<file path="src/hdl/tcb_pkg.sv">
/*
  shared widths and enums for the shared memory subsystem
  imported by wildcard into each module or interface that needs them
*/

package tcb_pkg;

  ////////////////////////////////////////
  // bus widths
  ////////////////////////////////////////

  // data bus width in bits
  localparam int DAT_W = 32;

  // one enable per byte lane
  localparam int BEN_W = DAT_W / 8;

  ////////////////////////////////////////
  // load/store access opcodes
  ////////////////////////////////////////

  // loads first, stores last
  // bit 2 alone does not separate loads from stores
  typedef enum logic [2:0] {
    LB  = 3'd0,  // signed byte load
    LH  = 3'd1,  // signed halfword load
    LW  = 3'd2,  // word load
    LBU = 3'd3,  // unsigned byte load
    LHU = 3'd4,  // unsigned halfword load
    SB  = 3'd5,  // byte store
    SH  = 3'd6,  // halfword store
    SW  = 3'd7   // word store
  } ls_op_t;

  ////////////////////////////////////////
  // arbiter state
  ////////////////////////////////////////

  // which manager won the last transfer
  // also serves as route tag for the response
  typedef enum logic {
    FETCH_LAST = 1'b0,
    LS_LAST    = 1'b1
  } arb_state_t;

endpackage

</file>
<file path="src/hdl/tcb_if.sv">
/*
  valid/ready request bus with byte enables and a fixed one-cycle response
  man modport on the requester side, sub modport on the responder side
*/

`timescale 1ns/1ps

interface tcb_if import tcb_pkg::*; #(
  parameter int ADR_W = 12
) ();

  // request handshake
  logic             vld;
  logic             rdy;

  // request payload, held stable until vld && rdy
  logic             wen;
  logic [ADR_W-1:0] adr;
  logic [BEN_W-1:0] ben;
  logic [DAT_W-1:0] wdt;

  // response, exactly one cycle after the transfer
  logic [DAT_W-1:0] rdt;
  logic             rsp_vld;

  // requester view
  modport man (
    output vld,
    output wen,
    output adr,
    output ben,
    output wdt,
    input  rdy,
    input  rdt,
    input  rsp_vld
  );

  // responder view
  modport sub (
    input  vld,
    input  wen,
    input  adr,
    input  ben,
    input  wdt,
    output rdy,
    output rdt,
    output rsp_vld
  );

endinterface

</file>
<file path="src/hdl/tcb_ls_port.sv">
/*
  load/store requester
  builds byte enables from opcode and address, aligns store data onto lanes,
  then shifts and extends the returned word for loads
*/

`timescale 1ns/1ps

module tcb_ls_port import tcb_pkg::*; #(
  parameter int ADR_W = 12
) (
  input  logic             bus_if,
  input  logic             rst_n,
  // load/store request
  input  logic             vld,
  input  ls_op_t           op,
  input  logic [ADR_W-1:0] adr,
  input  logic [DAT_W-1:0] wdt,
  output logic             rdy,
  // load/store response
  output logic             rsp_vld,
  output logic             rsp_err,
  output logic [DAT_W-1:0] rdt,
  // towards the arbiter
  tcb_if.man               bus
);

  localparam int OFF_W = $clog2(BEN_W);

  logic [OFF_W-1:0] off;
  logic [BEN_W-1:0] ben_raw;
  logic             mis;

  // captured at the handshake
  logic             err_q;
  ls_op_t           op_q;
  logic [OFF_W-1:0] off_q;

  logic [DAT_W-1:0] rdt_sh;

  ////////////////////////////////////////
  // request decode
  ////////////////////////////////////////

  assign off = adr[OFF_W-1:0];

  always_comb begin
    ben_raw = '1;
    mis     = 1'b0;
    case (op)
      LB, LBU, SB: begin
        ben_raw = BEN_W'(1) << off;
      end
      LH, LHU, SH: begin
        ben_raw = BEN_W'(3) << off;
        // halfword needs an even address
        mis     = off[0];
      end
      default: begin
        // word accesses sit on a word boundary
        ben_raw = '1;
        mis     = |off;
      end
    endcase
  end

  assign bus.vld = vld;
  assign bus.wen = (op == SB) || (op == SH) || (op == SW);
  assign bus.adr = {adr[ADR_W-1:OFF_W], {OFF_W{1'b0}}};
  // misaligned access touches no lane at all
  assign bus.ben = mis ? '0 : ben_raw;
  assign bus.wdt = wdt << {off, 3'b000};

  assign rdy = bus.rdy;

  ////////////////////////////////////////
  // response formatting
  ////////////////////////////////////////

  always_ff @(posedge bus_if) begin
    if (!rst_n) begin
      err_q <= 1'b0;
    end else if (vld && bus.rdy) begin
      err_q <= mis;
    end
  end

  // opcode and offset only matter in the response cycle
  always_ff @(posedge bus_if) begin
    if (vld && bus.rdy) begin
      op_q  <= op;
      off_q <= off;
    end
  end

  // addressed byte or halfword down to lane 0
  assign rdt_sh = bus.rdt >> {off_q, 3'b000};

  always_comb begin
    case (op_q)
      LB:      rdt = {{(DAT_W-8){rdt_sh[7]}}, rdt_sh[7:0]};
      LH:      rdt = {{(DAT_W-16){rdt_sh[15]}}, rdt_sh[15:0]};
      LW:      rdt = rdt_sh;
      LBU:     rdt = {{(DAT_W-8){1'b0}}, rdt_sh[7:0]};
      LHU:     rdt = {{(DAT_W-16){1'b0}}, rdt_sh[15:0]};
      // stores return no data
      default: rdt = '0;
    endcase
  end

  assign rsp_vld = bus.rsp_vld;
  assign rsp_err = bus.rsp_vld && err_q;

endmodule

</file>
<file path="src/flat_wrapper.sv">
// flat-port wrapper written by rule: the top's interface ports become plain ports
module tcb_ls_port_flat import tcb_pkg::*;
#(
  parameter int ADR_W = 12
)
  (bus_if, rst_n, vld, op, adr, wdt, rdy, rsp_vld, rsp_err, rdt, bus_vld, bus_wen, bus_adr, bus_ben, bus_wdt, bus_rdy, bus_rdt, bus_rsp_vld);
  tcb_if #(.ADR_W(ADR_W)) bus_i ();
  input  logic bus_if;
  input  logic rst_n;
  input  logic vld;
  input  ls_op_t op;
  input  logic [ADR_W-1:0] adr;
  input  logic [DAT_W-1:0] wdt;
  output logic rdy;
  output logic rsp_vld;
  output logic rsp_err;
  output logic [DAT_W-1:0] rdt;
  output wire logic [$bits(bus_i.vld)-1:0] bus_vld;
  output wire logic [$bits(bus_i.wen)-1:0] bus_wen;
  output wire logic [$bits(bus_i.adr)-1:0] bus_adr;
  output wire logic [$bits(bus_i.ben)-1:0] bus_ben;
  output wire logic [$bits(bus_i.wdt)-1:0] bus_wdt;
  input wire logic [$bits(bus_i.rdy)-1:0] bus_rdy;
  input wire logic [$bits(bus_i.rdt)-1:0] bus_rdt;
  input wire logic [$bits(bus_i.rsp_vld)-1:0] bus_rsp_vld;
  assign bus_vld = bus_i.vld;
  assign bus_wen = bus_i.wen;
  assign bus_adr = bus_i.adr;
  assign bus_ben = bus_i.ben;
  assign bus_wdt = bus_i.wdt;
  assign bus_i.rdy = bus_rdy;
  assign bus_i.rdt = bus_rdt;
  assign bus_i.rsp_vld = bus_rsp_vld;
  tcb_ls_port #(.ADR_W(ADR_W)) u_core (.bus_if(bus_if), .rst_n(rst_n), .vld(vld), .op(op), .adr(adr), .wdt(wdt), .rdy(rdy), .rsp_vld(rsp_vld), .rsp_err(rsp_err), .rdt(rdt), .bus(bus_i));
endmodule
</file>
<file path="config.mk">
export PLATFORM = sky130hd
export DESIGN_NAME = tcb_ls_port_flat
export DESIGN_NICKNAME = d
export VERILOG_FILES = /design/src/hdl/tcb_pkg.sv /design/src/hdl/tcb_if.sv /design/src/hdl/tcb_ls_port.sv /design/src/flat_wrapper.sv
export SDC_FILE = /design/constraint.sdc
export NUM_CORES = 1
export LEC_CHECK = 0
export BUFFER_PORTS_ARGS = -buffer_cell sky130_fd_sc_hd__buf_2
export CAP_MARGIN = 20
export CORE_UTILIZATION = 37
export DETAILED_ROUTE_END_ITERATION = 16
export GPL_TIMING_DRIVEN = 0
export PLACE_DENSITY = 0.82
export REMOVE_ABC_BUFFERS = 1
export SLEW_MARGIN = 5
export SYNTH_ARGS = -nofsm -noshare
export SYNTH_HDL_FRONTEND = slang
export SYNTH_SLANG_ARGS = --single-unit
</file>
<file path="constraint.sdc">
create_clock -name bus_if -period 1.9 [get_ports bus_if]
set_clock_uncertainty 0.05 [all_clocks]
set_input_delay 0 -clock bus_if [delete_from_list [all_inputs] [get_ports bus_if]]
set_output_delay 0 -clock bus_if [all_outputs]
set_load 0.02 [all_outputs]
</file>
# [Word-level counts from Yosys, hierarchy flattened]
# Index checks and enable logic that the tools add are counted.
[totals] out_inout_bits=85 inputBits=84 ff_bits=6 wordCells=30
[op_classes] muxes=4 eq_ne=10 reduce_logical=9 shifts=4
[op_table] cell="32-bit case mux with 5 select lines" n=1
[op_table] cell="32-bit by 5-bit left shift with 32-bit output" n=1
[op_table] cell="32-bit by 5-bit >> shifter with 32-bit output" n=1
[op_table] cell="3-bit equality test (second input constant)" n=5
[op_table] cell="3-bit by 2-bit equality test with 1-bit output (second input constant)" n=3
[op_table] cell="4-bit case mux with 2 select lines" n=1
[op_table] cell="3-bit by 1-bit equality test with 1-bit output (second input constant)" n=2
[op_table] cell="3-bit logical NOT" n=2
[op_table] cell="3-bit OR reduction" n=2
[op_table] cell="4-bit 2-to-1 mux" n=1
[op_table] cell="1-bit by 2-bit left shift with 4-bit output (first input constant)" n=1
[op_table] cell="2-bit by 2-bit left shift with 4-bit output (first input constant)" n=1
[op_table] cell="1-bit logical AND" n=2
[op_table] cell="1-bit logical OR" n=2
[op_table] cell="1-bit case mux with 2 select lines" n=1
[op_table] cell="2-bit OR reduction" n=1

# [Logic depth before layout (Yosys ltp)]
[depth] ltp_word=4 mapped_depth=6 depth_no_buf=4

# [Worst setup path before layout]
# OpenSTA, ideal clock, no wires.
[synth_path] path_type="flip-flop to output port" start="register u_core.op_q[2]" end="output port rdt[16]" t_arrival_ps=1624 required_time_ps=1850 path_stages_with_launch=4 slack_ps=226 n_path_buf=1 path_cell_list="edfxtp_1 or4b_1 buf_2 o21ai_0"
[synth_via] elab_chain_len=2 elab_cells_between_ends=6 classes_between="4 x eq/ne; 1 x mux; 1 x reduce/logical"
[synth_lines] element="start: declaration" line="tcb_ls_port.sv:36" rtl="ls_op_t op_q;"
[synth_lines] element="start signal: assignment" line="tcb_ls_port.sv:91" rtl="op_q <= op;"
[synth_lines] element="3-bit equality test, or another cell as far along" line="tcb_ls_port.sv:100" rtl="case (op_q)"
[synth_lines] element="32-bit case mux with 5 select lines *" line="tcb_ls_port.sv:100"
[synth_lines] element="end: declaration" line="flat_wrapper.sv:17" rtl="output logic [DAT_W-1:0] rdt;"
# Every way passes the cells marked *; elsewhere a longest branch is shown, timed or not.

# [Final worst setup path]
[layout_path] start="register u_core.off_q[1]" end="output port rdt[24]"
[layout_via] elab_chain_len=2
[layout_lines] element="start: declaration" line="tcb_ls_port.sv:37" rtl="logic [OFF_W-1:0] off_q;"
[layout_lines] element="start signal: assignment" line="tcb_ls_port.sv:92" rtl="off_q <= off;"
[layout_lines] element="32-bit by 5-bit >> shifter with 32-bit output" line="tcb_ls_port.sv:97" rtl="assign rdt_sh = bus.rdt >> {off_q, 3'b000};"
[layout_lines] element="32-bit case mux with 5 select lines" line="tcb_ls_port.sv:100"
# Every way passes these cells.

==> results.md <==
- Status: finished, violations left
- Failing checks: negative setup slack
- Yosys reg bits: 6
- Worst Path Arrival: 1940 ps
- CTS tree: done
- DP Area: 2310 µm²
- Antenna Nets Post-Route: 0
- DR pass1 iterations: 4
- Synth top area share: 0.200
- Initial DRC count: 64
- Fin util: 0.621
- # DRC: 0
- Worst-path clk slew: 30 ps
- Largest net degree at the start of global routing: 43
- H-tree depth: 1
- Critical path capture point type: output pin
- Worst slew pin tran: 862 ps
- Kind of critical path: reg -> out
- Vias in the first global route: 2,089
- Synth Area in Compound Gates: 0.261
- Share of layout cells above drive strength 1: 0.460
- Hold Path Class: in -> reg
- EDFF count, synth: 5
- Total Power: 0.00120 W
- GR Overflow Total: 0
- Min Tclk post-route: 1990 ps
- Final instance area: 2720 µm²
- Core Region: 4380 µm²
- XOR/XNOR Fraction of Synth Area: 0.0360
- Nets: 470
- Die area: 4880 µm²
- Area Growth Syn to Fin: 59.8%
- Synth area leaders: mux2i_1 (20%), a211oi_1 (9.7%), edfxtp_1 (8.8%)
- Syn Area/Cell: 6.79 µm²
- Most frequent cells in the layout: buf_2 (126), mux2i_1 (33), nand2_1 (31)
- Clk sinks: 6
- Worst setup SP type: flip-flop
- Synth Area in Simple Gates: 0.254
- Adder-cell area share of the yosys netlist: 0
- CTS buffer count: 3
- Post-DP HPWL: 4170 µm
- Post-synthesis sequential area ratio: 0.0999
- Sw frac: 0.463
- Max rail drop VDD: 263 µV
- Final Hold Viols: 0
- Comb power frac: 0.697
- NetSw: 0.000555 W
- Root cell of the clock tree: clkbuf_8
- Die Wd: 69.9 µm
- Cell variety after synth: 35
- Syn Inst Count: 251
- Commonest non-fill, non-tap cell in the layout: buf_2
- Netlist Area Pre-Place: 1700 µm²
- FMAX: 501 MHz
- Row cnt: 24
- Ratio of routed vias to standard cells: 5.46
- Async S/R FF share, synth: 0
- Total number of yosys warnings: 0
- Post-synth top area cell: mux2i_1
- Chip height: 69.9 µm
- Slew headroom: 0.425
- Unrepaired setup endpoints after global routing: yes
- Largest family of logic cells by synthesized area: compound AO/OA/AOI/OAI gates
- Footprint of the multi-input gates: 1400 µm²
- I/O Pins: 169
- Port Buffers: 146
- Fin. max-slew vios: 0
- Later-pin clock latency in the skew report: 220 ps
- Setup_tns: -656 ps
- Final wirelength: 6480 µm
- Pwr Density: 440 nW/µm²
- Routability Congestion: 0.830
- Post-synthesis mux area share: 0.213
- Ys flop type: edfxtp_1
- Antenna diodes: 0
- Worst setup margin: -94.9 ps
- Initial antenna violation count: 0
- Seq pwr share: 0.141
- Final setup viols: 15
- CP required: 1850 ps
- Static Leakage: 1.42 nW
- Dpl ws: -530 ps
- FF/Latch Area: 170 µm²
- Initial Util: 0.389
- Max Cap Viol: 0
- Critical path fanouts, max: 8
- Clock Power Share: 0.162
- Fillers: 374
- Crit share post-route: 1.05
- Via Count: 2,385
- WL per Instance: 14.8 µm
- Internal Pwr Total: 0.000644 W
- First-pass GRT wire length: 9520 µm
- GRT Resource Usage Total: 0.235
- CTS Buffer Depth: 2
## per-stage QoR
| stage | hold slack (ps) | cells |
|---|---|---|
| floorplan | -50.0 | 214 |
| global placement | -49.9 | 412 |
| detailed placement | -49.9 | 413 |
| CTS | 59.4 | 437 |
| global route | 100 | 437 |
| finish | 56.1 | 437 |
## cell families (layout without fill, tap and decap cells)
| logic type | count (synthesis) | count (layout) |
|---|---|---|
| AND/OR/NAND/NOR | 89 | 89 |
| AO/OA/AOI/OAI | 72 | 74 |
| buffers and inverters | 40 | 171 |
| multiplexers | 36 | 36 |
| XOR/XNOR | 7 | 7 |
| flip-flops | 6 | 6 |
| other | 1 | 2 |
## final cells by class
type	count	area share
multi-input combinational	208	0.514
tap	52	0.0239
inverter	2	0.00276
timing repair buffer	165	0.381
clock buffer	4	0.0165
sequential	6	0.0625
## cell usage after synthesis, drive strengths merged, types with 2 or more instances
cell type / n
o21ai: 26
nor2: 24
mux2i: 34
inv: 2
a21oi: 17
buf: 28
nor2b: 18
xnor2: 4
xor2: 3
nand2: 31
edfxtp: 5
nor3: 2
clkbuf: 10
a211oi: 22
and2: 9
mux2: 2
## metal layers
| layer | vias up | track usage | part of all wire |
|---|---|---|---|
| met1 | 1084 | 0.269 | 0.38 |
| met5 | - | 0 | 0 |
| met4 | 0 | 0.0889 | 0.015 |
| li1 | 1146 | - | - |
| met3 | 10 | 0.0404 | 0.080 |
| met2 | 145 | 0.433 | 0.53 |
## timing repair
| action | CTS | global route |
|---|---|---|
| gates resized for setup | 27 | 36 |
| gates cloned | 2 | 0 |
| buffers inserted | 7 | 0 |
| hold buffers | 11 | 0 |
| setup endpoints to repair | 32 | 24 |
| hold endpoints to repair | 11 | 0 |
| pin swaps | 10 | 3 |
## sequential cells by signal (all words and copies together), names as in the netlist
name and count:
u_core.op_q 3, u_core.off_q 2, u_core.err_q 1
## power by group through the flow
| stage | clock, W | sequential, W | combinational, W |
|---|---|---|---|
| 3_5_place_dp | 0 | 0.000180 | 0.000680 |
| 3_3_place_gp | 0 | 0.000189 | 0.000653 |
| 4_1_cts | 0.000198 | 0.000168 | 0.000785 |
| 6_report | 0.000195 | 0.000169 | 0.000835 |
| 2_1_floorplan | 0 | 0.000182 | 0.000383 |
| 5_1_grt | 0.000205 | 0.000171 | 0.000889 |
## critical path, cell delays in order (launching register included)
cell and delay, ps:
edfxtp_1 490, mux2_4 370, nor3_2 320, a211o_2 290
nand2_1 120, buf_6 150
## path summary, 6_finish.rpt
kind              startpoint           end  slack (ps)  depth (start not counted)
max          u_core.off_q[1]       rdt[24]         -90                          5
min                  bus_rdy  u_core.err_q          60                          3
max reg2reg     u_core.err_q  u_core.err_q        1320                          2
min reg2reg     u_core.err_q  u_core.err_q         410                          2
No activity file was read; power rests on OpenSTA's default activity.
