`src/hdl/tcb_pkg.sv`:
```
/*
  shared widths and enums for the shared memory subsystem
  imported by wildcard into each module or interface that needs them
*/

package tcb_pkg;

  ////////////////////////////////////////
  // bus widths
  ////////////////////////////////////////

  // data bus width in bits
  localparam int DAT_W = 32;

  // one enable per byte lane
  localparam int BEN_W = DAT_W / 8;

  ////////////////////////////////////////
  // load/store access opcodes
  ////////////////////////////////////////

  // loads first, stores last
  // bit 2 alone does not separate loads from stores
  typedef enum logic [2:0] {
    LB  = 3'd0,  // signed byte load
    LH  = 3'd1,  // signed halfword load
    LW  = 3'd2,  // word load
    LBU = 3'd3,  // unsigned byte load
    LHU = 3'd4,  // unsigned halfword load
    SB  = 3'd5,  // byte store
    SH  = 3'd6,  // halfword store
    SW  = 3'd7   // word store
  } ls_op_t;

  ////////////////////////////////////////
  // arbiter state
  ////////////////////////////////////////

  // which manager won the last transfer
  // also serves as route tag for the response
  typedef enum logic {
    FETCH_LAST = 1'b0,
    LS_LAST    = 1'b1
  } arb_state_t;

endpackage

```
`src/hdl/tcb_if.sv`:
```
/*
  valid/ready request bus with byte enables and a fixed one-cycle response
  man modport on the requester side, sub modport on the responder side
*/

`timescale 1ns/1ps

interface tcb_if import tcb_pkg::*; #(
  parameter int ADR_W = 12
) ();

  // request handshake
  logic             vld;
  logic             rdy;

  // request payload, held stable until vld && rdy
  logic             wen;
  logic [ADR_W-1:0] adr;
  logic [BEN_W-1:0] ben;
  logic [DAT_W-1:0] wdt;

  // response, exactly one cycle after the transfer
  logic [DAT_W-1:0] rdt;
  logic             rsp_vld;

  // requester view
  modport man (
    output vld,
    output wen,
    output adr,
    output ben,
    output wdt,
    input  rdy,
    input  rdt,
    input  rsp_vld
  );

  // responder view
  modport sub (
    input  vld,
    input  wen,
    input  adr,
    input  ben,
    input  wdt,
    output rdy,
    output rdt,
    output rsp_vld
  );

endinterface

```
`src/hdl/tcb_arbiter.sv`:
```
/*
  two-manager round-robin arbiter in front of a single subordinate
  grant is combinational, responses are routed by the last winner
*/

`timescale 1ns/1ps

module tcb_arbiter import tcb_pkg::*; #(
  parameter int ADR_W = 12
) (
  input  logic bus_if,
  input  logic rst_n,
  tcb_if.sub   man_fetch,
  tcb_if.sub   man_ls,
  tcb_if.man   mem
);

  arb_state_t       last_q;
  logic             rsp_vld_q;
  logic             gnt_fetch;
  logic             gnt_ls;
  logic             xfr;
  logic [ADR_W-1:0] adr_mux;

  ////////////////////////////////////////
  // grant
  ////////////////////////////////////////

  // fetch wins if alone, or if ls won last time
  assign gnt_fetch = man_fetch.vld && (!man_ls.vld || (last_q == LS_LAST));
  assign gnt_ls    = man_ls.vld && !gnt_fetch;

  assign man_fetch.rdy = gnt_fetch && mem.rdy;
  assign man_ls.rdy    = gnt_ls && mem.rdy;

  ////////////////////////////////////////
  // request mux
  ////////////////////////////////////////

  assign adr_mux = gnt_ls ? man_ls.adr : man_fetch.adr;

  assign mem.vld = man_fetch.vld || man_ls.vld;
  assign mem.wen = gnt_ls ? man_ls.wen : man_fetch.wen;
  assign mem.adr = adr_mux;
  assign mem.ben = gnt_ls ? man_ls.ben : man_fetch.ben;
  assign mem.wdt = gnt_ls ? man_ls.wdt : man_fetch.wdt;

  assign xfr = mem.vld && mem.rdy;

  ////////////////////////////////////////
  // state and route
  ////////////////////////////////////////

  // last winner doubles as the response route tag
  always_ff @(posedge bus_if) begin
    if (!rst_n) begin
      last_q    <= LS_LAST;
      rsp_vld_q <= 1'b0;
    end else begin
      rsp_vld_q <= xfr;
      if (xfr) begin
        last_q <= gnt_ls ? LS_LAST : FETCH_LAST;
      end
    end
  end

  // response back to whoever was granted one cycle ago
  assign man_fetch.rsp_vld = mem.rsp_vld && (last_q == FETCH_LAST);
  assign man_ls.rsp_vld    = mem.rsp_vld && (last_q == LS_LAST);
  assign man_fetch.rdt     = mem.rdt;
  assign man_ls.rdt        = mem.rdt;

  ////////////////////////////////////////
  // checks
  ////////////////////////////////////////

  // loser of a conflict is granted in the next cycle
  assert property (@(posedge bus_if) disable iff (!rst_n)
    (man_fetch.vld && man_ls.vld && man_fetch.rdy) |=>
      (!man_ls.vld || man_ls.rdy || !mem.rdy))
    else $error("ls lost two conflicts in a row");

  assert property (@(posedge bus_if) disable iff (!rst_n)
    (man_fetch.vld && man_ls.vld && man_ls.rdy) |=>
      (!man_fetch.vld || man_fetch.rdy || !mem.rdy))
    else $error("fetch lost two conflicts in a row");

  // subordinate answers only one cycle after a transfer
  assert property (@(posedge bus_if) disable iff (!rst_n)
    mem.rsp_vld |-> rsp_vld_q)
    else $error("response without a transfer");

endmodule

```
`src/flat_wrapper.sv`:
```
// flat-port wrapper written by rule: the top's interface ports become plain ports
module tcb_arbiter_flat import tcb_pkg::*;
#(
  parameter int ADR_W = 12
)
  (bus_if, rst_n, man_fetch_vld, man_fetch_wen, man_fetch_adr, man_fetch_ben, man_fetch_wdt, man_fetch_rdy, man_fetch_rdt, man_fetch_rsp_vld, man_ls_vld, man_ls_wen, man_ls_adr, man_ls_ben, man_ls_wdt, man_ls_rdy, man_ls_rdt, man_ls_rsp_vld, mem_vld, mem_wen, mem_adr, mem_ben, mem_wdt, mem_rdy, mem_rdt, mem_rsp_vld);
  tcb_if #(.ADR_W(ADR_W)) man_fetch_i ();
  tcb_if #(.ADR_W(ADR_W)) man_ls_i ();
  tcb_if #(.ADR_W(ADR_W)) mem_i ();
  input  logic bus_if;
  input  logic rst_n;
  input wire logic [$bits(man_fetch_i.vld)-1:0] man_fetch_vld;
  input wire logic [$bits(man_fetch_i.wen)-1:0] man_fetch_wen;
  input wire logic [$bits(man_fetch_i.adr)-1:0] man_fetch_adr;
  input wire logic [$bits(man_fetch_i.ben)-1:0] man_fetch_ben;
  input wire logic [$bits(man_fetch_i.wdt)-1:0] man_fetch_wdt;
  output wire logic [$bits(man_fetch_i.rdy)-1:0] man_fetch_rdy;
  output wire logic [$bits(man_fetch_i.rdt)-1:0] man_fetch_rdt;
  output wire logic [$bits(man_fetch_i.rsp_vld)-1:0] man_fetch_rsp_vld;
  input wire logic [$bits(man_ls_i.vld)-1:0] man_ls_vld;
  input wire logic [$bits(man_ls_i.wen)-1:0] man_ls_wen;
  input wire logic [$bits(man_ls_i.adr)-1:0] man_ls_adr;
  input wire logic [$bits(man_ls_i.ben)-1:0] man_ls_ben;
  input wire logic [$bits(man_ls_i.wdt)-1:0] man_ls_wdt;
  output wire logic [$bits(man_ls_i.rdy)-1:0] man_ls_rdy;
  output wire logic [$bits(man_ls_i.rdt)-1:0] man_ls_rdt;
  output wire logic [$bits(man_ls_i.rsp_vld)-1:0] man_ls_rsp_vld;
  output wire logic [$bits(mem_i.vld)-1:0] mem_vld;
  output wire logic [$bits(mem_i.wen)-1:0] mem_wen;
  output wire logic [$bits(mem_i.adr)-1:0] mem_adr;
  output wire logic [$bits(mem_i.ben)-1:0] mem_ben;
  output wire logic [$bits(mem_i.wdt)-1:0] mem_wdt;
  input wire logic [$bits(mem_i.rdy)-1:0] mem_rdy;
  input wire logic [$bits(mem_i.rdt)-1:0] mem_rdt;
  input wire logic [$bits(mem_i.rsp_vld)-1:0] mem_rsp_vld;
  assign man_fetch_i.vld = man_fetch_vld;
  assign man_fetch_i.wen = man_fetch_wen;
  assign man_fetch_i.adr = man_fetch_adr;
  assign man_fetch_i.ben = man_fetch_ben;
  assign man_fetch_i.wdt = man_fetch_wdt;
  assign man_fetch_rdy = man_fetch_i.rdy;
  assign man_fetch_rdt = man_fetch_i.rdt;
  assign man_fetch_rsp_vld = man_fetch_i.rsp_vld;
  assign man_ls_i.vld = man_ls_vld;
  assign man_ls_i.wen = man_ls_wen;
  assign man_ls_i.adr = man_ls_adr;
  assign man_ls_i.ben = man_ls_ben;
  assign man_ls_i.wdt = man_ls_wdt;
  assign man_ls_rdy = man_ls_i.rdy;
  assign man_ls_rdt = man_ls_i.rdt;
  assign man_ls_rsp_vld = man_ls_i.rsp_vld;
  assign mem_vld = mem_i.vld;
  assign mem_wen = mem_i.wen;
  assign mem_adr = mem_i.adr;
  assign mem_ben = mem_i.ben;
  assign mem_wdt = mem_i.wdt;
  assign mem_i.rdy = mem_rdy;
  assign mem_i.rdt = mem_rdt;
  assign mem_i.rsp_vld = mem_rsp_vld;
  tcb_arbiter #(.ADR_W(ADR_W)) u_core (.bus_if(bus_if), .rst_n(rst_n), .man_fetch(man_fetch_i), .man_ls(man_ls_i), .mem(mem_i));
endmodule
```
`config.mk`:
```
export PLATFORM = sky130hd
export DESIGN_NAME = tcb_arbiter_flat
export DESIGN_NICKNAME = d
export VERILOG_FILES = /design/src/hdl/tcb_pkg.sv /design/src/hdl/tcb_if.sv /design/src/hdl/tcb_arbiter.sv /design/src/flat_wrapper.sv
export SDC_FILE = /design/constraint.sdc
export NUM_CORES = 1
export LEC_CHECK = 0
export BUFFER_PORTS_ARGS = -buffer_cell sky130_fd_sc_hd__buf_2
export CORE_AREA = 2 2 97 99
export CTS_BUF_LIST = sky130_fd_sc_hd__clkbuf_16
export DETAILED_ROUTE_END_ITERATION = 6
export DIE_AREA = 0 0 99 101
export PLACE_DENSITY = 0.51
export SLEW_MARGIN = 15
export SYNTH_ARGS = -nofsm -noshare
export SYNTH_HDL_FRONTEND = slang
export SYNTH_SLANG_ARGS = --single-unit
```
`constraint.sdc`:
```
create_clock -name bus_if -period 1.3 [get_ports bus_if]
set_clock_uncertainty 0.1 [all_clocks]
set_input_delay 0 -clock bus_if [delete_from_list [all_inputs] [get_ports bus_if]]
set_output_delay 0 -clock bus_if [all_outputs]
set_load 0.005 [all_outputs]
```
# After elaboration in Yosys (flattened, before gate mapping)
# Index checks and enable logic that the tools add are counted.
# totals
inputBits	136
output_inout_bits	118
ff_bits	1
# classes
muxes	5
bitwise_logic	1
reduce_logical	11
# ops
op	n
$mux 32	1
$mux 12	1
$logic_and 1x1->1	7
$mux 4	1
$logic_not 1->1	2
$logic_or 1x1->1	2
$mux 1	2
$not 1->1	1

# Depth between registers and ports, before layout
# Gate-level depths: netlist of the first run.
# depth
word_depth	6
ltp_mapped	3
ltp_nobuf	2

# Worst setup path after synthesis of the first run
# Ideal clock, no wire load.
# synth_path
path_kind	flip-flop to output port
from	reg u_core.last_q
to	out mem_adr[0]
arrival_time_ns	1.075
path_slack_ns	0.125
path_stages_with_launch	4
path_cell_list	dfxtp_1 -> a21boi_4 -> buf_6 -> mux2_2
# synth_via
elab_chain_cells	5
# synth_lines
element	line	source
start, declared	tcb_arbiter.sv:18	arb_state_t last_q;
start signal, assigned	tcb_arbiter.sv:62	last_q <= gnt_ls ? LS_LAST : FETCH_LAST;
$logic_or 1x1->1	tcb_arbiter.sv:30	assign gnt_fetch = man_fetch.vld && (!man_ls.vld || (last_q == LS_LAST));
$logic_and 1x1->1	tcb_arbiter.sv:30	
$logic_not 1->1	tcb_arbiter.sv:31	assign gnt_ls = man_ls.vld && !gnt_fetch;
$logic_and 1x1->1	tcb_arbiter.sv:31	
$mux 12	tcb_arbiter.sv:40	assign adr_mux = gnt_ls ? man_ls.adr : man_fetch.adr;
end, declared	flat_wrapper.sv:30	output wire logic [$bits(mem_i.adr)-1:0] mem_adr;
# No other way between the ends.

# Final worst setup path of the first run
# layout_path
from	reg u_core.last_q
to	out mem_wdt[22]
# layout_via
elab_chain_cells	5
# layout_lines
element	line	source
$logic_or 1x1->1	tcb_arbiter.sv:30	
$logic_and 1x1->1	tcb_arbiter.sv:30	
$logic_not 1->1	tcb_arbiter.sv:31	
$logic_and 1x1->1	tcb_arbiter.sv:31	
$mux 32	tcb_arbiter.sv:46	assign mem.wdt = gnt_ls ? man_ls.wdt : man_fetch.wdt;
end, declared	flat_wrapper.sv:32	output wire logic [$bits(mem_i.wdt)-1:0] mem_wdt;
# No other way between the ends.

==> results of run 1 <==
-- cell usage after synthesis --
library cell	number	area share (%)
buf_4	64	40
mux2_2	40	37
mux2_4	9	11
buf_6	5	4.6
a21oi_1	2	0.82
a21boi_4	1	1.5
and2_1	1	0.51
and2_2	1	0.62
and3_1	1	0.51
dfxtp_1	1	1.6
inv_1	1	0.31
nand2_1	1	0.31
nor2b_1	1	0.51
o21ai_0	1	0.41
or2_2	1	0.51
-- stage by stage --
| step | cells | setup WS, ps |
|---|---|---|
| after floorplan | 130 | 124.5 |
| after global placement | 332 | -31.44 |
| after detailed placement | 332 | -43.07 |
| after CTS | 364 | -41.51 |
| after global routing | 372 | -70.09 |
| final | 372 | -33.48 |
-- timing repair --
item | 4_1_cts | 5_1_grt
hold buffers | 32 | 0
resized for setup | 1 | 75
buffers inserted | 0 | 2
hold endpoints to repair | 64 | 0
gates cloned | 0 | 6
endpoints found under the setup margin | 42 | 48
pin swaps | 0 | 1
-- report_power, final --
group          switching, mW  internal [mW]
Clock                      0              0
Combinational          0.305          0.646
Sequential           0.00231         0.0339
Total                  0.308          0.680
-- routing by layer --
layer  global-route usage [%]  vias to the layer above  share of wire, %
met5                        0                        -                 0
met4                   0.6322                        0              0.33
met3                   0.6935                        6                12
met2                    12.16                      132                55
met1                    6.206                      625                33
li1                         -                      640                 -
-- final cells by class --
cell class	instances	area share (%)
timing repair buffer	200	61.73
multi-input combinational	59	31.67
tap	111	5.589
sequential	1	0.8560
inverter	1	0.1511
-- cells by family after synthesis --
logic type             count (synthesis)  synth area share [%]
DFF                                    1                 1.646
buffers and inverters                 70                 44.44
muxes                                 49                 48.15
AOI/OAI and AO/OA                      4                 2.778
and+or+nand+nor                        6                 2.985
-- final timing paths --
check | endpoint | start | depth (start not counted) | slack [ps]
hold / removal | u_core.last_q$_SDFFE_PN1P_ | rst_n | 2 | 110
setup reg to reg | u_core.last_q$_SDFFE_PN1P_ | u_core.last_q$_SDFFE_PN1P_ | 3 | 370
hold reg to reg | u_core.last_q$_SDFFE_PN1P_ | u_core.last_q$_SDFFE_PN1P_ | 3 | 580
setup / recovery | mem_wdt[22] | u_core.last_q$_SDFFE_PN1P_ | 5 | -30
==> results.cfg, run 1 <==
[global_routing]
grt_pass1_wl_um = 4954
grt_usage_pct = 5.775
grt_antenna_before_repair = 0
grt_start_max_net_pins = 29
grt_overflow = 0
first_global_vias = 1062

[final_layout]
area_delta_synth_final_pct = 104.3
final_layout_size_suffix_gt1_share_pct = 84.67
layout_common_cells = 120 x buf_2, 44 x mux2_4, 40 x buf_6
nNetsFinal = 399
top_register = u_core.last_q
final_common_cell = buf_2
top_regs = u_core.last_q x1
multi_input_area_um2 = 787.0
register_area_um2 = 21.27
largest_reg_flops = 1
finalCoreUtilization_pct = 27.68
fin_area_mm2 = 0.002485
antenna_cells = 0
fillCellCount = 950

[die]
dieArea_mm2 = 0.009999
die_w_um = 99
ios = 254
die_y_um = 101
core_mm2 = 0.008977
start_util_pct = 13.55
rows = 35

[worst_setup_path]
crit_arrival_ps = 1230
required_ps = 1200
cp_top_family = buffers and inverters
worstSetupStartpointType = flop
critical_path_class = flop to output port
path_cells = a21boi_4 -> buf_6 -> buf_12 -> mux2_2 -> buf_2
cpMaxStageDelayCell = mux2_2
cpPeakStageDelay_ps = 330
cp-end-kind = output port
critPathBufInv = 3
path_max_fanout = 6

[power]
powerDensity_mw_per_mm2 = 397.6
leakage_nw = 1.327
vdd_drop_max_uv = 96.93
p_total_mw = 0.9879

[routing]
wire_per_inst_um = 13.14
viasPerCell = 3.772
drcViolationCount = 0
routed_wl_um = 4887
drt_iter0_drc = 6
antenna_left = 0
vias = 1403
dr.pass1.iters = 2

[synth]
netlist_instances = 130
yosysWarnings = 0
ys_seq_area_share_pct = 1.646
synth_area_mm2 = 0.001216
syn-num-nets = 266
syn_avg_cell_area_um2 = 9.355
ys_types = 15
synth_seq_cells = 1

[sta]
final.period_utilization_pct = 102.6
slew_violations = 0
min_period_ps = 1333
rsz0062_at_grt = yes
fmax_mhz = 749.9
slew_headroom_pct = 89.71
worstMarginPinSlew_ps = 153.9
tns_ps = -859.0
hold_slack_ps = 105.7
timing.final.ws_setup_ps = -33.48
hold_viol = 0
finalSetupViolCount = 38

[place]
place_congestion = 0.6990
placed_cell_area_mm2 = 0.001652
port_buffers = 157
dp_hpwl_um = 3198

[min_path]
min_path_type = input port to flop

[flow_run]
maxCapViolCount = 0

[clock_tree]
clock_latency_ps = 0
cts.clk_slew.worst_paths_ps = 0

[run_status]
violations = setup timing
status = finished, violations left
No activity file was read; power rests on OpenSTA's default activity.
==> inputs of run 2 (changes only) <==
Settings changed: ABC_AREA set to 1, CORE_AREA 2 2 97 99 to 2 2 98 100, DIE_AREA 0 0 99 101 to 0 0 100 102.
==> run 2 against run 1 <==
Compared with the run above: the run now ends clean; total power fell by 30%; die area is 2.0% higher; utilization fell by 5.7 points; global-route usage rose by 0.97 points; first-iteration DRC count grew to 3.3 times the previous value; flip-flop and latch count did not move; cell area shrank 20%; wire length shrank 11%; synthesized cell count increased by 81%; cell count is 25% higher; critical path depth unchanged; highest routed layer unchanged.
==> results.cfg, run 2 <==
[routing]
vias = 1734
drcViolationCount = 0
routed_wl_um = 4352
dr.pass1.iters = 4
drt_iter0_drc = 20
antenna_left = 0
wire_per_inst_um = 9.379
viasPerCell = 3.737

[worst_setup_path]
cp-end-kind = output port
crit_arrival_ps = 1090
path_max_fanout = 46
required_ps = 1200
path_cells = a21oi_4 -> buf_12 -> nand2_1 -> o21ai_0 -> buf_2
critical_path_class = flop to output port
worstSetupStartpointType = flop
cpPeakStageDelay_ps = 310
rr_worst_depth = 4
cpMaxStageDelayCell = dfxtp_1

[synth]
yosysWarnings = 0
synth_top_family_by_area = buffers and inverters
synth-xor-area-share_pct = 0
synth_top_area_share_pct = 38.55
netlist_instances = 235
synth_compound_area_share_pct = 22.19
ys_types = 16
synth.most_common_cell = buf_4
syn-num-nets = 371
synth_top_area_cell = buf_4
synthTopCellsByCount = 64 x buf_4, 52 x inv_1, 52 x nand2_1
syn_avg_cell_area_um2 = 5.303
async_flop_share_pct = 0
synth_ff_type = dfxtp_1
synth-simple-area-share_pct = 16.87
synth_fa_ha_area_share_pct = 0
muxShareOfSynthArea_pct = 0
ys_seq_area_share_pct = 1.606
synth_seq_cells = 1
synth-edff-count = 0
synth_area_leaders = buf_4 39%, o21ai_0 16%, inv_1 16%
synth_area_mm2 = 0.001246

[power]
p_sw_mw = 0.3026
powerDensity_mw_per_mm2 = 345.2
clkPwrFrac_pct = 0
vdd_drop_max_uv = 107.4
p_total_mw = 0.6897
p_seq_share_pct = 5.3
leakage_nw = 1.248
combPwrFrac_pct = 94.7
intPower_mw = 0.3871
swShare_pct = 43.87

[run_status]
status = completed

[final_layout]
top_register = u_core.last_q
final_common_cell = buf_2
register_area_um2 = 20.02
antenna_cells = 0
largest_reg_flops = 1
top_regs = u_core.last_q x1
nNetsFinal = 491
layout_common_cells = 157 x buf_2, 52 x inv_1, 52 x nand2_1
area_delta_synth_final_pct = 60.34
fillCellCount = 1017
multi_input_area_um2 = 486.7
final_layout_size_suffix_gt1_share_pct = 46.18

[clock_tree]
postCtsResizedCells = 0
postCtsSetupBuffers = 0
cts.clk_slew.worst_paths_ps = 0
hold_buffers = 32
clock_latency_ps = 0

[sta]
min_period_ps = 1189
timing.final.ws_setup_ps = 110.5
slew_headroom_pct = 82.88
slew_violations = 0
finalSetupViolCount = 0
fmax_mhz = 840.7
final.period_utilization_pct = 91.50
worstMarginPinSlew_ps = 254.1
tns_ps = 0
rsz0062_at_grt = no
hold_viol = 0

[die]
ios = 254
rows = 35
die_w_um = 100
die_y_um = 102
start_util_pct = 13.68
core_mm2 = 0.009109
dieArea_mm2 = 0.01020

[global_routing]
first_global_vias = 1499
grt_start_max_net_pins = 54
grt_antenna_before_repair = 0
grt_pass1_wl_um = 5796
grt_overflow = 0
grt_usage_pct = 6.743

[min_path]
whs_path_depth = 2
min_path_type = input port to flop

[place]
place_congestion = 0.7091
dp_hpwl_um = 3402
port_buffers = 157
pre_cts_ws_ps = 99.12

[flow_run]
maxCapViolCount = 0
==> run 2: power by group through the flow <==
stage	clock network (mW)	registers [mW]	logic (mW)
final	0	0.0365	0.653
after global routing	0	0.0369	0.737
after CTS	0	0.0366	0.659
after detailed placement	0	0.0366	0.543
after global placement	0	0.0361	0.533
after floorplan	0	0.0373	0.373
==> run 2: path summary, 6_finish.rpt <==
path                              startpoint                    endpoint  slack (ps)
setup / recovery  u_core.last_q$_SDFFE_PN1P_                 mem_wdt[20]         110
hold / removal                         rst_n  u_core.last_q$_SDFFE_PN1P_         100
setup reg to reg  u_core.last_q$_SDFFE_PN1P_  u_core.last_q$_SDFFE_PN1P_         200
hold reg to reg   u_core.last_q$_SDFFE_PN1P_  u_core.last_q$_SDFFE_PN1P_         560
==> run 2: logic make-up (layout without fill, tap and decap cells) <==
kind of cell	after synthesis	after routing
AOI/OAI and AO/OA	52	52
buffers and inverters	127	245
DFF	1	1
and+or+nand+nor	55	55
==> run 2: worst max-delay path, delay by kind of cell (launching register included) <==
family	cells	cell delay (ps)
buf+inv	2	390
flops	1	310
compound gates	2	310
simple gates	1	60
==> run 2: layout make-up <==
class                           count  area share, %
Inverter                           53          9.956
Multi-Input combinational cell    107          24.36
Sequential cell                     1          1.002
Tap cell                          111          6.951
Timing Repair Buffer              192          57.73
==> run 2: metal layers <==
| metal | part of all wire, % | track usage (%) |
|---|---|---|
| met1 | 30 | 5.446 |
| met2 | 57 | 16.27 |
| met3 | 12 | 1.300 |
| met4 | 0.99 | 0.6322 |
| met5 | 0 | 0 |
==> run 2: metrics by stage <==
step                instances  hold WS (ps)  util [%]  area (um^2)
global placement          432        -99.95     18.42         1678
detailed placement        432        -99.95     18.42         1678
finish                    464         96.51     21.94         1998
floorplan                 235        -33.06         -         1246
global route              464         106.4     21.94         1998
CTS                       464         104.1     21.94         1998
